==> src/wiener_settings.svh <==
`ifndef WIENER_SETTINGS_SVH
`define WIENER_SETTINGS_SVH

// pixel depth in bits, also the width of the mean carried with the gain
`define WD_PIX_W 8

// samples per block, a power of two so the mean is a plain shift
`define WD_BLOCK_N 64

// log2 of the block size, sets counter widths and the divide-by-64 shifts
`define WD_BLOCK_LOG2 6

// restoring divider steps, one quotient bit each
`define WD_DIV_ITER 32

`endif

==> src/wiener_pkg.sv <==
`include "wiener_settings.svh"

package wiener_pkg;

	// one pixel on its way through the pipe
	// last marks the final pixel of a block
	typedef struct packed {
		logic [`WD_PIX_W-1:0] pixel;
		logic                 last;   // 64th pixel of the block
	} pixel_beat_t;

	// block statistics from block_stats to the divider
	typedef struct packed {
		logic [15:0] mean;      // sum / 64, truncated
		logic [15:0] variance;  // sumsq / 64 - mean^2
	} block_stats_t;

	// gain from the divider to wiener_calc
	// the mean rides along so the filter needs no second copy of the stats
	typedef struct packed {
		logic [31:0]          quotient;  // unsigned 16.16
		logic                 positive;  // block variance >= noise variance
		logic [`WD_PIX_W-1:0] mean;
	} gain_t;

endpackage

==> src/block_buffer.sv <==
`timescale 1ns/1ns
`include "wiener_settings.svh"

module block_buffer import wiener_pkg::*; (
	input  logic        clk,
	input  logic        rst_n,
	input  logic        wr_valid,
	input  pixel_beat_t wr_beat,
	input  logic        rd_en,
	output logic        rd_valid,
	output pixel_beat_t rd_beat
);

	localparam int PW = `WD_PIX_W;
	localparam int AW = `WD_BLOCK_LOG2;

	// two banks side by side, bank select is the top address bit
	logic [PW-1:0] mem [0:2*`WD_BLOCK_N-1];

	logic [AW-1:0] wr_addr;
	logic          wr_bank;     // bank being filled by block_stats
	logic [AW-1:0] rd_addr;
	logic          rd_bank;     // bank being drained by wiener_calc
	logic          rd_wrap;     // final entry of the read bank
	logic [PW-1:0] rd_pixel_q;
	logic          rd_last_q;

	assign rd_wrap = (rd_addr == AW'(`WD_BLOCK_N - 1));

	always_ff @(posedge clk or negedge rst_n) begin
		if (!rst_n) begin
			wr_addr   <= '0;
			wr_bank   <= 1'b0;
			rd_addr   <= '0;
			rd_bank   <= 1'b0;
			rd_valid  <= 1'b0;
			rd_last_q <= 1'b0;
		end else begin
			if (wr_valid) begin
				wr_addr <= wr_addr + 1'b1;   // wraps together with the last flag
				if (wr_beat.last) begin
					wr_bank <= ~wr_bank;     // block complete, fill the other bank
				end
			end
			rd_valid  <= rd_en;              // registered read, one cycle latency
			rd_last_q <= rd_en & rd_wrap;
			if (rd_en) begin
				rd_addr <= rd_addr + 1'b1;
				if (rd_wrap) begin
					rd_bank <= ~rd_bank;     // drained, move on
				end
			end
		end
	end

	// memory and read data register
	always_ff @(posedge clk) begin
		if (wr_valid) begin
			mem[{wr_bank, wr_addr}] <= wr_beat.pixel;
		end
		if (rd_en) begin
			rd_pixel_q <= mem[{rd_bank, rd_addr}];
		end
	end

	assign rd_beat = '{pixel: rd_pixel_q, last: rd_last_q};

endmodule

==> src/block_stats.sv <==
`timescale 1ns/1ns
`include "wiener_settings.svh"

module block_stats import wiener_pkg::*; (
	input  logic                 clk,
	input  logic                 rst_n,
	input  logic                 in_valid,
	input  logic [`WD_PIX_W-1:0] in_pixel,
	output logic                 wr_valid,
	output pixel_beat_t          wr_beat,
	output logic                 stats_valid,
	output block_stats_t         stats
);

	localparam int PW    = `WD_PIX_W;
	localparam int CNT_W = `WD_BLOCK_LOG2;
	localparam int SUM_W = PW + CNT_W;      // 64 * 255 fits in 14 bits
	localparam int SQ_W  = 2 * PW + CNT_W;  // 64 * 255^2 needs 22 bits

	logic [CNT_W-1:0] pix_cnt;     // position inside the block
	logic [SUM_W-1:0] sum_acc;
	logic [SQ_W-1:0]  sq_acc;
	logic [SUM_W-1:0] sum_next;    // sums including the current pixel
	logic [SQ_W-1:0]  sq_next;
	logic [2*PW-1:0]  pix_sq;
	logic             blk_last;
	logic [PW-1:0]    mean_w;
	logic [2*PW-1:0]  ex2_w;       // mean of squares
	logic [2*PW-1:0]  var_w;
	logic [PW-1:0]    wr_pixel_q;
	logic             wr_last_q;

	assign pix_sq   = in_pixel * in_pixel;
	assign sum_next = sum_acc + SUM_W'(in_pixel);
	assign sq_next  = sq_acc + SQ_W'(pix_sq);
	assign blk_last = (pix_cnt == CNT_W'(`WD_BLOCK_N - 1));

	// divide by 64 is taking the top bits
	assign mean_w = sum_next[SUM_W-1 -: PW];
	assign ex2_w  = sq_next[SQ_W-1 -: 2*PW];
	// floor(E[x^2]) >= floor(E[x])^2, so this never goes negative
	assign var_w  = ex2_w - mean_w * mean_w;

	always_ff @(posedge clk or negedge rst_n) begin
		if (!rst_n) begin
			pix_cnt     <= '0;
			sum_acc     <= '0;
			sq_acc      <= '0;
			wr_valid    <= 1'b0;
			wr_last_q   <= 1'b0;
			stats_valid <= 1'b0;
		end else begin
			wr_valid    <= in_valid;             // write follows the strobe by one
			wr_last_q   <= in_valid & blk_last;
			stats_valid <= in_valid & blk_last;  // one cycle after the 64th pixel
			if (in_valid) begin
				pix_cnt <= pix_cnt + 1'b1;       // wraps at 64 by width
				if (blk_last) begin
					sum_acc <= '0;               // fresh block
					sq_acc  <= '0;
				end else begin
					sum_acc <= sum_next;
					sq_acc  <= sq_next;
				end
			end
		end
	end

	// payload path
	always_ff @(posedge clk) begin
		if (in_valid) begin
			wr_pixel_q <= in_pixel;
		end
		if (in_valid && blk_last) begin
			stats <= '{mean: 16'(mean_w), variance: var_w};
		end
	end

	assign wr_beat = '{pixel: wr_pixel_q, last: wr_last_q};

endmodule

==> src/wiener_calc.sv <==
`timescale 1ns/1ns
`include "wiener_settings.svh"

module wiener_calc import wiener_pkg::*; (
	input  logic        clk,
	input  logic        rst_n,
	input  logic        gain_valid,
	input  gain_t       gain,
	input  logic        rd_valid,
	input  pixel_beat_t rd_beat,
	output logic        rd_en,
	output logic        out_valid,
	output pixel_beat_t out_beat
);

	localparam int PW     = `WD_PIX_W;
	localparam int QW     = 32;
	localparam int PROD_W = QW + PW;       // gain * |pixel - mean|
	localparam int CORR_W = PROD_W - 16;   // after dropping the fraction
	localparam int RES_W  = CORR_W + 2;    // room for sign and carry

	typedef enum logic {
		IDLE,
		READ
	} state_t;

	state_t                   state;
	state_t                   state_next;
	logic                     beat_last;
	logic                     pix_ge;      // pixel >= mean
	logic [PW-1:0]            abs_diff;
	logic [PROD_W-1:0]        prod;
	logic [CORR_W-1:0]        corr;
	logic signed [RES_W-1:0]  res;
	logic [PW-1:0]            clipped;
	logic [PW-1:0]            out_pixel_q;
	logic                     out_last_q;

	// the buffer flags its final entry, so no sample counter here
	assign beat_last = rd_valid & rd_beat.last;
	// drop rd_en as the last beat returns, 64 reads exactly
	assign rd_en     = (state == READ) & ~beat_last;

	always_comb begin
		state_next = state;
		case (state)
			IDLE: begin
				if (gain_valid) begin
					state_next = READ;   // stats and gain ready, drain the bank
				end
			end
			READ: begin
				if (beat_last) begin
					state_next = IDLE;
				end
			end
			default: begin
				state_next = IDLE;
			end
		endcase
	end

	always_ff @(posedge clk or negedge rst_n) begin
		if (!rst_n) begin
			state <= IDLE;
		end else begin
			state <= state_next;
		end
	end

	// wiener correction
	assign pix_ge   = (rd_beat.pixel >= gain.mean);
	assign abs_diff = pix_ge ? rd_beat.pixel - gain.mean : gain.mean - rd_beat.pixel;
	assign prod     = gain.quotient * abs_diff;
	assign corr     = prod[PROD_W-1:16];       // >> 16, truncated

	always_comb begin
		if (gain.positive == pix_ge) begin
			res = $signed({{(RES_W-PW){1'b0}}, gain.mean}) + $signed({2'b00, corr});
		end else begin
			res = $signed({{(RES_W-PW){1'b0}}, gain.mean}) - $signed({2'b00, corr});
		end
		// clip into the pixel range
		if (res < 0) begin
			clipped = '0;
		end else if (res > 255) begin
			clipped = '1;
		end else begin
			clipped = res[PW-1:0];
		end
	end

	always_ff @(posedge clk or negedge rst_n) begin
		if (!rst_n) begin
			out_valid  <= 1'b0;
			out_last_q <= 1'b0;
		end else begin
			out_valid  <= rd_valid;                   // one cycle behind the read data
			out_last_q <= rd_valid & rd_beat.last;
		end
	end

	always_ff @(posedge clk) begin
		if (rd_valid) begin
			out_pixel_q <= clipped;
		end
	end

	assign out_beat = '{pixel: out_pixel_q, last: out_last_q};

endmodule

==> src/wiener_denoise_top.sv <==
`timescale 1ns/1ns
`include "wiener_settings.svh"

module wiener_denoise_top import wiener_pkg::*; (
	input  logic                 clk,
	input  logic                 rst_n,
	input  logic                 in_valid,
	input  logic [`WD_PIX_W-1:0] in_pixel,
	input  logic [15:0]          noise_variance,  // static during a block
	output logic                 out_valid,
	output pixel_beat_t          out_beat
);

	logic         wr_valid;
	pixel_beat_t  wr_beat;
	logic         stats_valid;
	block_stats_t stats;
	logic         gain_valid;
	gain_t        gain;
	logic         rd_en;
	logic         rd_valid;
	pixel_beat_t  rd_beat;

	// producer, per-block mean and variance
	block_stats block_stats_inst (
		.clk         (clk),
		.rst_n       (rst_n),
		.in_valid    (in_valid),
		.in_pixel    (in_pixel),
		.wr_valid    (wr_valid),
		.wr_beat     (wr_beat),
		.stats_valid (stats_valid),
		.stats       (stats)
	);

	// ping-pong store while the gain is formed
	block_buffer block_buffer_inst (
		.clk      (clk),
		.rst_n    (rst_n),
		.wr_valid (wr_valid),
		.wr_beat  (wr_beat),
		.rd_en    (rd_en),
		.rd_valid (rd_valid),
		.rd_beat  (rd_beat)
	);

	wiener_gain_div wiener_gain_div_inst (
		.clk            (clk),
		.rst_n          (rst_n),
		.stats_valid    (stats_valid),
		.stats          (stats),
		.noise_variance (noise_variance),
		.gain_valid     (gain_valid),
		.gain           (gain)
	);

	wiener_calc wiener_calc_inst (
		.clk        (clk),
		.rst_n      (rst_n),
		.gain_valid (gain_valid),
		.gain       (gain),
		.rd_valid   (rd_valid),
		.rd_beat    (rd_beat),
		.rd_en      (rd_en),
		.out_valid  (out_valid),
		.out_beat   (out_beat)
	);

endmodule

==> src/wiener_gain_div.sv <==
`timescale 1ns/1ns
`include "wiener_settings.svh"

module wiener_gain_div import wiener_pkg::*; (
	input  logic         clk,
	input  logic         rst_n,
	input  logic         stats_valid,
	input  block_stats_t stats,
	input  logic [15:0]  noise_variance,
	output logic         gain_valid,
	output gain_t        gain
);

	localparam int QW = 32;                    // 16.16 quotient
	localparam int DW = 16;                    // divisor and remainder
	localparam int CW = $clog2(`WD_DIV_ITER);

	logic                 busy;
	logic [CW-1:0]        iter_cnt;
	logic                 last_iter;
	logic [QW-1:0]        nq_q;       // numerator shifts out the top, quotient in the bottom
	logic [DW-1:0]        rem_q;
	logic [DW-1:0]        div_q;
	logic                 pos_q;
	logic [`WD_PIX_W-1:0] mean_q;
	logic                 var_ge;
	logic [DW-1:0]        var_diff;
	logic [DW:0]          rem_shift;
	logic                 fits;
	logic [DW-1:0]        rem_next;
	logic [QW-1:0]        nq_next;

	assign var_ge   = (stats.variance >= noise_variance);
	assign var_diff = var_ge ? stats.variance - noise_variance
	                         : noise_variance - stats.variance;

	// one restoring step
	assign rem_shift = {rem_q, nq_q[QW-1]};
	assign fits      = (rem_shift >= {1'b0, div_q});
	assign rem_next  = fits ? DW'(rem_shift - {1'b0, div_q}) : rem_shift[DW-1:0];
	assign nq_next   = {nq_q[QW-2:0], fits};
	assign last_iter = busy & (iter_cnt == CW'(`WD_DIV_ITER - 1));

	always_ff @(posedge clk or negedge rst_n) begin
		if (!rst_n) begin
			busy       <= 1'b0;
			iter_cnt   <= '0;
			gain_valid <= 1'b0;
		end else begin
			gain_valid <= last_iter;  // 33 cycles after stats_valid
			if (stats_valid) begin
				busy     <= 1'b1;
				iter_cnt <= '0;
			end else if (busy) begin
				iter_cnt <= iter_cnt + 1'b1;
				if (last_iter) begin
					busy <= 1'b0;
				end
			end
		end
	end

	always_ff @(posedge clk) begin
		if (stats_valid) begin
			nq_q   <= {var_diff, 16'h0000};                            // |var - noise| << 16
			rem_q  <= '0;
			div_q  <= (stats.variance == '0) ? DW'(1) : stats.variance;  // flat block
			pos_q  <= var_ge;
			mean_q <= stats.mean[`WD_PIX_W-1:0];
		end else if (busy) begin
			nq_q  <= nq_next;
			rem_q <= rem_next;
			if (last_iter) begin
				gain <= '{quotient: nq_next, positive: pos_q, mean: mean_q};
			end
		end
	end

endmodule

==> config.mk <==
export PLATFORM = sky130hd
export DESIGN_NAME = wiener_denoise_top
export DESIGN_NICKNAME = d
export VERILOG_FILES = /design/src/wiener_pkg.sv /design/src/block_buffer.sv /design/src/block_stats.sv /design/src/wiener_calc.sv /design/src/wiener_denoise_top.sv /design/src/wiener_gain_div.sv
export VERILOG_INCLUDE_DIRS = /design/src /design/src/src
export SDC_FILE = /design/constraint.sdc
export NUM_CORES = 2
export LEC_CHECK = 0
export ABC_CLOCK_PERIOD_IN_PS = 18600
export BUFFER_PORTS_ARGS = -buffer_cell sky130_fd_sc_hd__buf_4
export CELL_PAD_IN_SITES_DETAIL_PLACEMENT = 1
export CELL_PAD_IN_SITES_GLOBAL_PLACEMENT = 2
export CORE_MARGIN = 5
export CORE_UTILIZATION = 50
export CTS_CLUSTER_DIAMETER = 50
export CTS_CLUSTER_SIZE = 8
export DETAILED_ROUTE_END_ITERATION = 8
export PLACE_DENSITY = 0.91
export SYNTH_ARGS = -nofsm -noshare
export SYNTH_HDL_FRONTEND = slang
export SYNTH_SLANG_ARGS = --single-unit
==> constraint.sdc <==
create_clock -name clk -period 18.6 [get_ports clk]
set_input_delay 0.93 -clock clk [delete_from_list [all_inputs] [get_ports clk]]
set_output_delay 0.93 -clock clk [all_outputs]
set_load 0.01 [all_outputs]
==> results.yml <==
synthesis:
  synthAdderAreaFrac_pct: 12.5
  yosysWarnings: 0
  yosys.area.top_type_share_pct: 53.5
  avgSynthCellArea_um2: 15.1
  synthSimpleGateAreaFrac_pct: 7.08
  ys_top_cells_by_area: "edfxtp_1 (54%), mux4_2 (12%), fa_1 (8.1%)"
  synth_ff_type: "edfxtp_1"
  synthCells: 4294
  yosys.area.top_type: "edfxtp_1"
  synth_xor_xnor_area_share_pct: 1.81
  synth-edff-count: 1154
  synth.area.mux_share_pct: 12.6
  ys_seq_elements: 1256
  yosysUniqueCellTypes: 88
  synth_top_family_by_area: "multiplexers"
  syn-cell-area_um2: 64700
  synth-seq-area-share_pct: 57.2
  synth_fp_nets: 4813
  synth-compound-area-share_pct: 5.19
  async_flop_share_pct: 5.57
pwr:
  vdd.ir_drop.worst_mv: 0.238
  switching_power_mw: 3.38
  p_int_mw: 6.81
  p_total_mw: 10.2
  p_comb_share_pct: 34.5
  p_per_area_nw_per_um2: 141
  p_clk_share_pct: 31.4
  seqPwrFrac_pct: 34.1
  p_sw_share_pct: 33.2
  power.leakage_nw: 26.3
route:
  top_layer_used: "met5"
  dr_wl_met2_um: 86500
  drc_errors: 0
  ant_nets: 0
  via_per_inst: 6.11
  routedWlPerCell_um: 28.3
  wl_met3_um: 14800
  wl_met1_um: 68100
  drtIter0Drc: 3944
  via_count: 37926
  wirelength_um: 176000
  drt-pass1-iter-count: 5
setup_path:
  critPathCaptureType: "flip-flop"
  cp_slowest_cell: "ha_1"
  r2r_slack_ns: 6.08
  path_max_fanout: 32
  cpMostUsedCell: "a21oi_1"
  cp_data_required_time_ns: 19.09
  crit_path_max_incr_delay_ns: 1.00
  start_kind: "flip-flop"
  criticalPathCategory: "flip-flop to flip-flop"
  critPathArrivalTime_ns: 13.01
cts:
  htreeDepth: 4
  clk_latency_ns: 0.81
  cts_resized: 0
  cts_tree: "built"
  root_buffer: "clkbuf_16"
  numClockSinks: 1256
  hold_buffers: 0
  clkTransAtPathRegs_ns: 0.06
  cts_buffer_depth: 3
  post-cts-setup-buffers: 0
  cts_made_buffers: 184
timing:
  tightestPinTransition_ns: 1.32
  relSlewSlack_pct: 11.9
  finalMaxSlewViolations: 0
  finalSetupViolations: 0
  fmaxAchievable_mhz: 79.9
  timing.final.hold_violations: 0
  finalClockSkew_ns: 0.0574
  final.period_utilization_pct: 67.3
  worst_slack_ns: 6.08
  rsz0062_at_grt: "false"
  timing.final.crit_period_ns: 12.52
  fin_tns_setup_ns: 0
placed_design:
  pre_cts_ws_ns: 6.36
  numPortBuffers: 36
  dp_hpwl_um: 110000
  dpl_cell_area_um2: 66900
  routabilityCongestion: 0.839
  dp.cells: 5929
hold_path:
  hp-class: "input port to async pin"
die:
  ios: 37
  core_area_um2: 129000
  die_area_um2: 137000
  die_x_um: 370
  rows: 132
  die_y_um: 370
  start_util_pct: 50.1
finish:
  stdcell_count: 6212
  drive_gt1_share_pct: 16.0
  final_design_area_no_fill_um2: 72400
  finalNetCount: 4894
  syn_to_final_growth_pct: 11.9
outcome:
  outcome: "finished clean"
global_routing:
  grt_max_degree: 104
  grt_antenna_before_repair: 9
  grt_pass1_vias: 41210
  grt_pass1_wl_um: 267000
  grt.overflow.total: 0
  grt_usage_pct: 26.1
run:
  maxCapViolCount: 0
==> per-stage QoR <==
step	utilization (%)	hold slack (ns)
floorplan	-	0.400
detailed placement	51.8	0.410
global placement	51.8	0.403
CTS	56.1	0.0835
global route	56.1	0.126
finish	56.1	0.123
==> worst max-delay path, delay by kind of cell (launching register included) <==
kind            cells  cell delay, ns
compound gates     19            3.76
fa+ha+maj           7            3.45
simple gates       11            3.39
buf+inv             4            0.52
xor+xnor            2            0.38
flops               1            0.37
mux                 1            0.28
==> flip-flops by register name, indices dropped and copies added, names as in the netlist, 5 cells and up <==
register,cells
block_buffer_inst.mem,1024
wiener_gain_div_inst.gain,41
wiener_gain_div_inst.nq_q,32
block_stats_inst.stats,24
block_stats_inst.sq_acc,22
wiener_gain_div_inst.div_q,16
wiener_gain_div_inst.rem_q,16
block_stats_inst.sum_acc,14
block_buffer_inst.rd_pixel_q,8
block_stats_inst.wr_pixel_q,8
wiener_calc_inst.out_pixel_q,8
wiener_gain_div_inst.mean_q,8
block_buffer_inst.rd_addr,6
block_buffer_inst.wr_addr,6
block_stats_inst.pix_cnt,6
wiener_gain_div_inst.iter_cnt,5
==> placed cells by master, fill, tap and decap left out, types with 41 or more instances in the layout <==
master / n
edfxtp_1: 1154
inv_1: 407
mux4_2: 336
fa_1: 262
ha_1: 230
nand2_1: 229
nor2_1: 213
clkbuf_16: 185
and2_1: 163
a21oi_1: 114
o21ai_0: 109
buf_4: 87
xnor2_1: 81
a21o_1: 76
nor2b_1: 64
dfrtp_1: 64
clkbuf_1: 59
nand3_1: 51
nand2b_1: 49
mux2i_1: 41
xor2_1: 41
==> power by group through the flow <==
stage	Combinational, mW	Sequential [mW]	Clock [mW]
after global placement	3.37	3.51	0
after global routing	4.01	3.48	3.38
after detailed placement	3.52	3.52	0
after CTS	3.57	3.48	3.22
after floorplan	2.70	3.51	0
final	3.52	3.48	3.20
==> metal layers <==
layer  vias to the layer above  track usage (%)
met3                       360             5.86
li1                      15994                -
met1                     19752             34.5
met5                         -                0
met2                      1816             42.9
met4                         4             9.11
==> synthesized netlist by cell type (11+ instances only) <==
cell	n
a211oi_1	28
a21o_1	76
a21oi_1	114
a22o_1	17
a31oi_1	17
and2_1	164
and3_1	23
buf_1	36
clkbuf_1	154
dfrtp_1	70
dfxtp_1	32
edfxtp_1	1154
fa_1	262
ha_1	230
inv_1	407
mux2_2	18
mux2i_1	41
mux4_2	336
nand2_1	229
nand2b_1	49
nand3_1	51
nand4_1	24
nor2_1	214
nor2b_1	64
nor3_1	40
o21a_1	11
o21ai_0	109
o21bai_1	27
xnor2_1	85
xor2_1	44
==> area by class of cell <==
class	instances	area, um2
fillers	12121	56700
flip-flops and latches	1256	37100
multi-input cells	2435	25500
clock buffers	246	4880
well taps	1742	2180
inverters	409	1540
repair buffers	89	678
clock inverters	32	591
diodes	3	7.51
==> final timing paths <==
path | endpoint | from | cells past startpoint
worst max-delay path | wiener_calc_inst.out_pixel_q[1] | wiener_gain_div_inst.gain[0] | 44
worst min-delay path | block_stats_inst.pix_cnt[2] | rst_n | 1
worst max register to register | wiener_calc_inst.out_pixel_q[1] | wiener_gain_div_inst.gain[0] | 44
worst min register to register | wiener_gain_div_inst.mean_q[4] | block_stats_inst.stats[20] | 0
max in group asynchronous | block_buffer_inst.rd_addr[1] | rst_n | 2
min in group clk | wiener_gain_div_inst.mean_q[4] | block_stats_inst.stats[20] | 0
==> logic make-up (layout without fill, tap and decap cells) <==
| kind of cell | after synthesis | in the layout |
|---|---|---|
| compound gates | 503 | 503 |
| other cells | 0 | 3 |
| buf+inv | 603 | 776 |
| fa+ha+maj | 492 | 492 |
| xor+xnor | 131 | 131 |
| simple gates | 914 | 914 |
| mux | 395 | 395 |
| flops | 1256 | 1256 |
No activity file was read; power rests on OpenSTA's default activity.
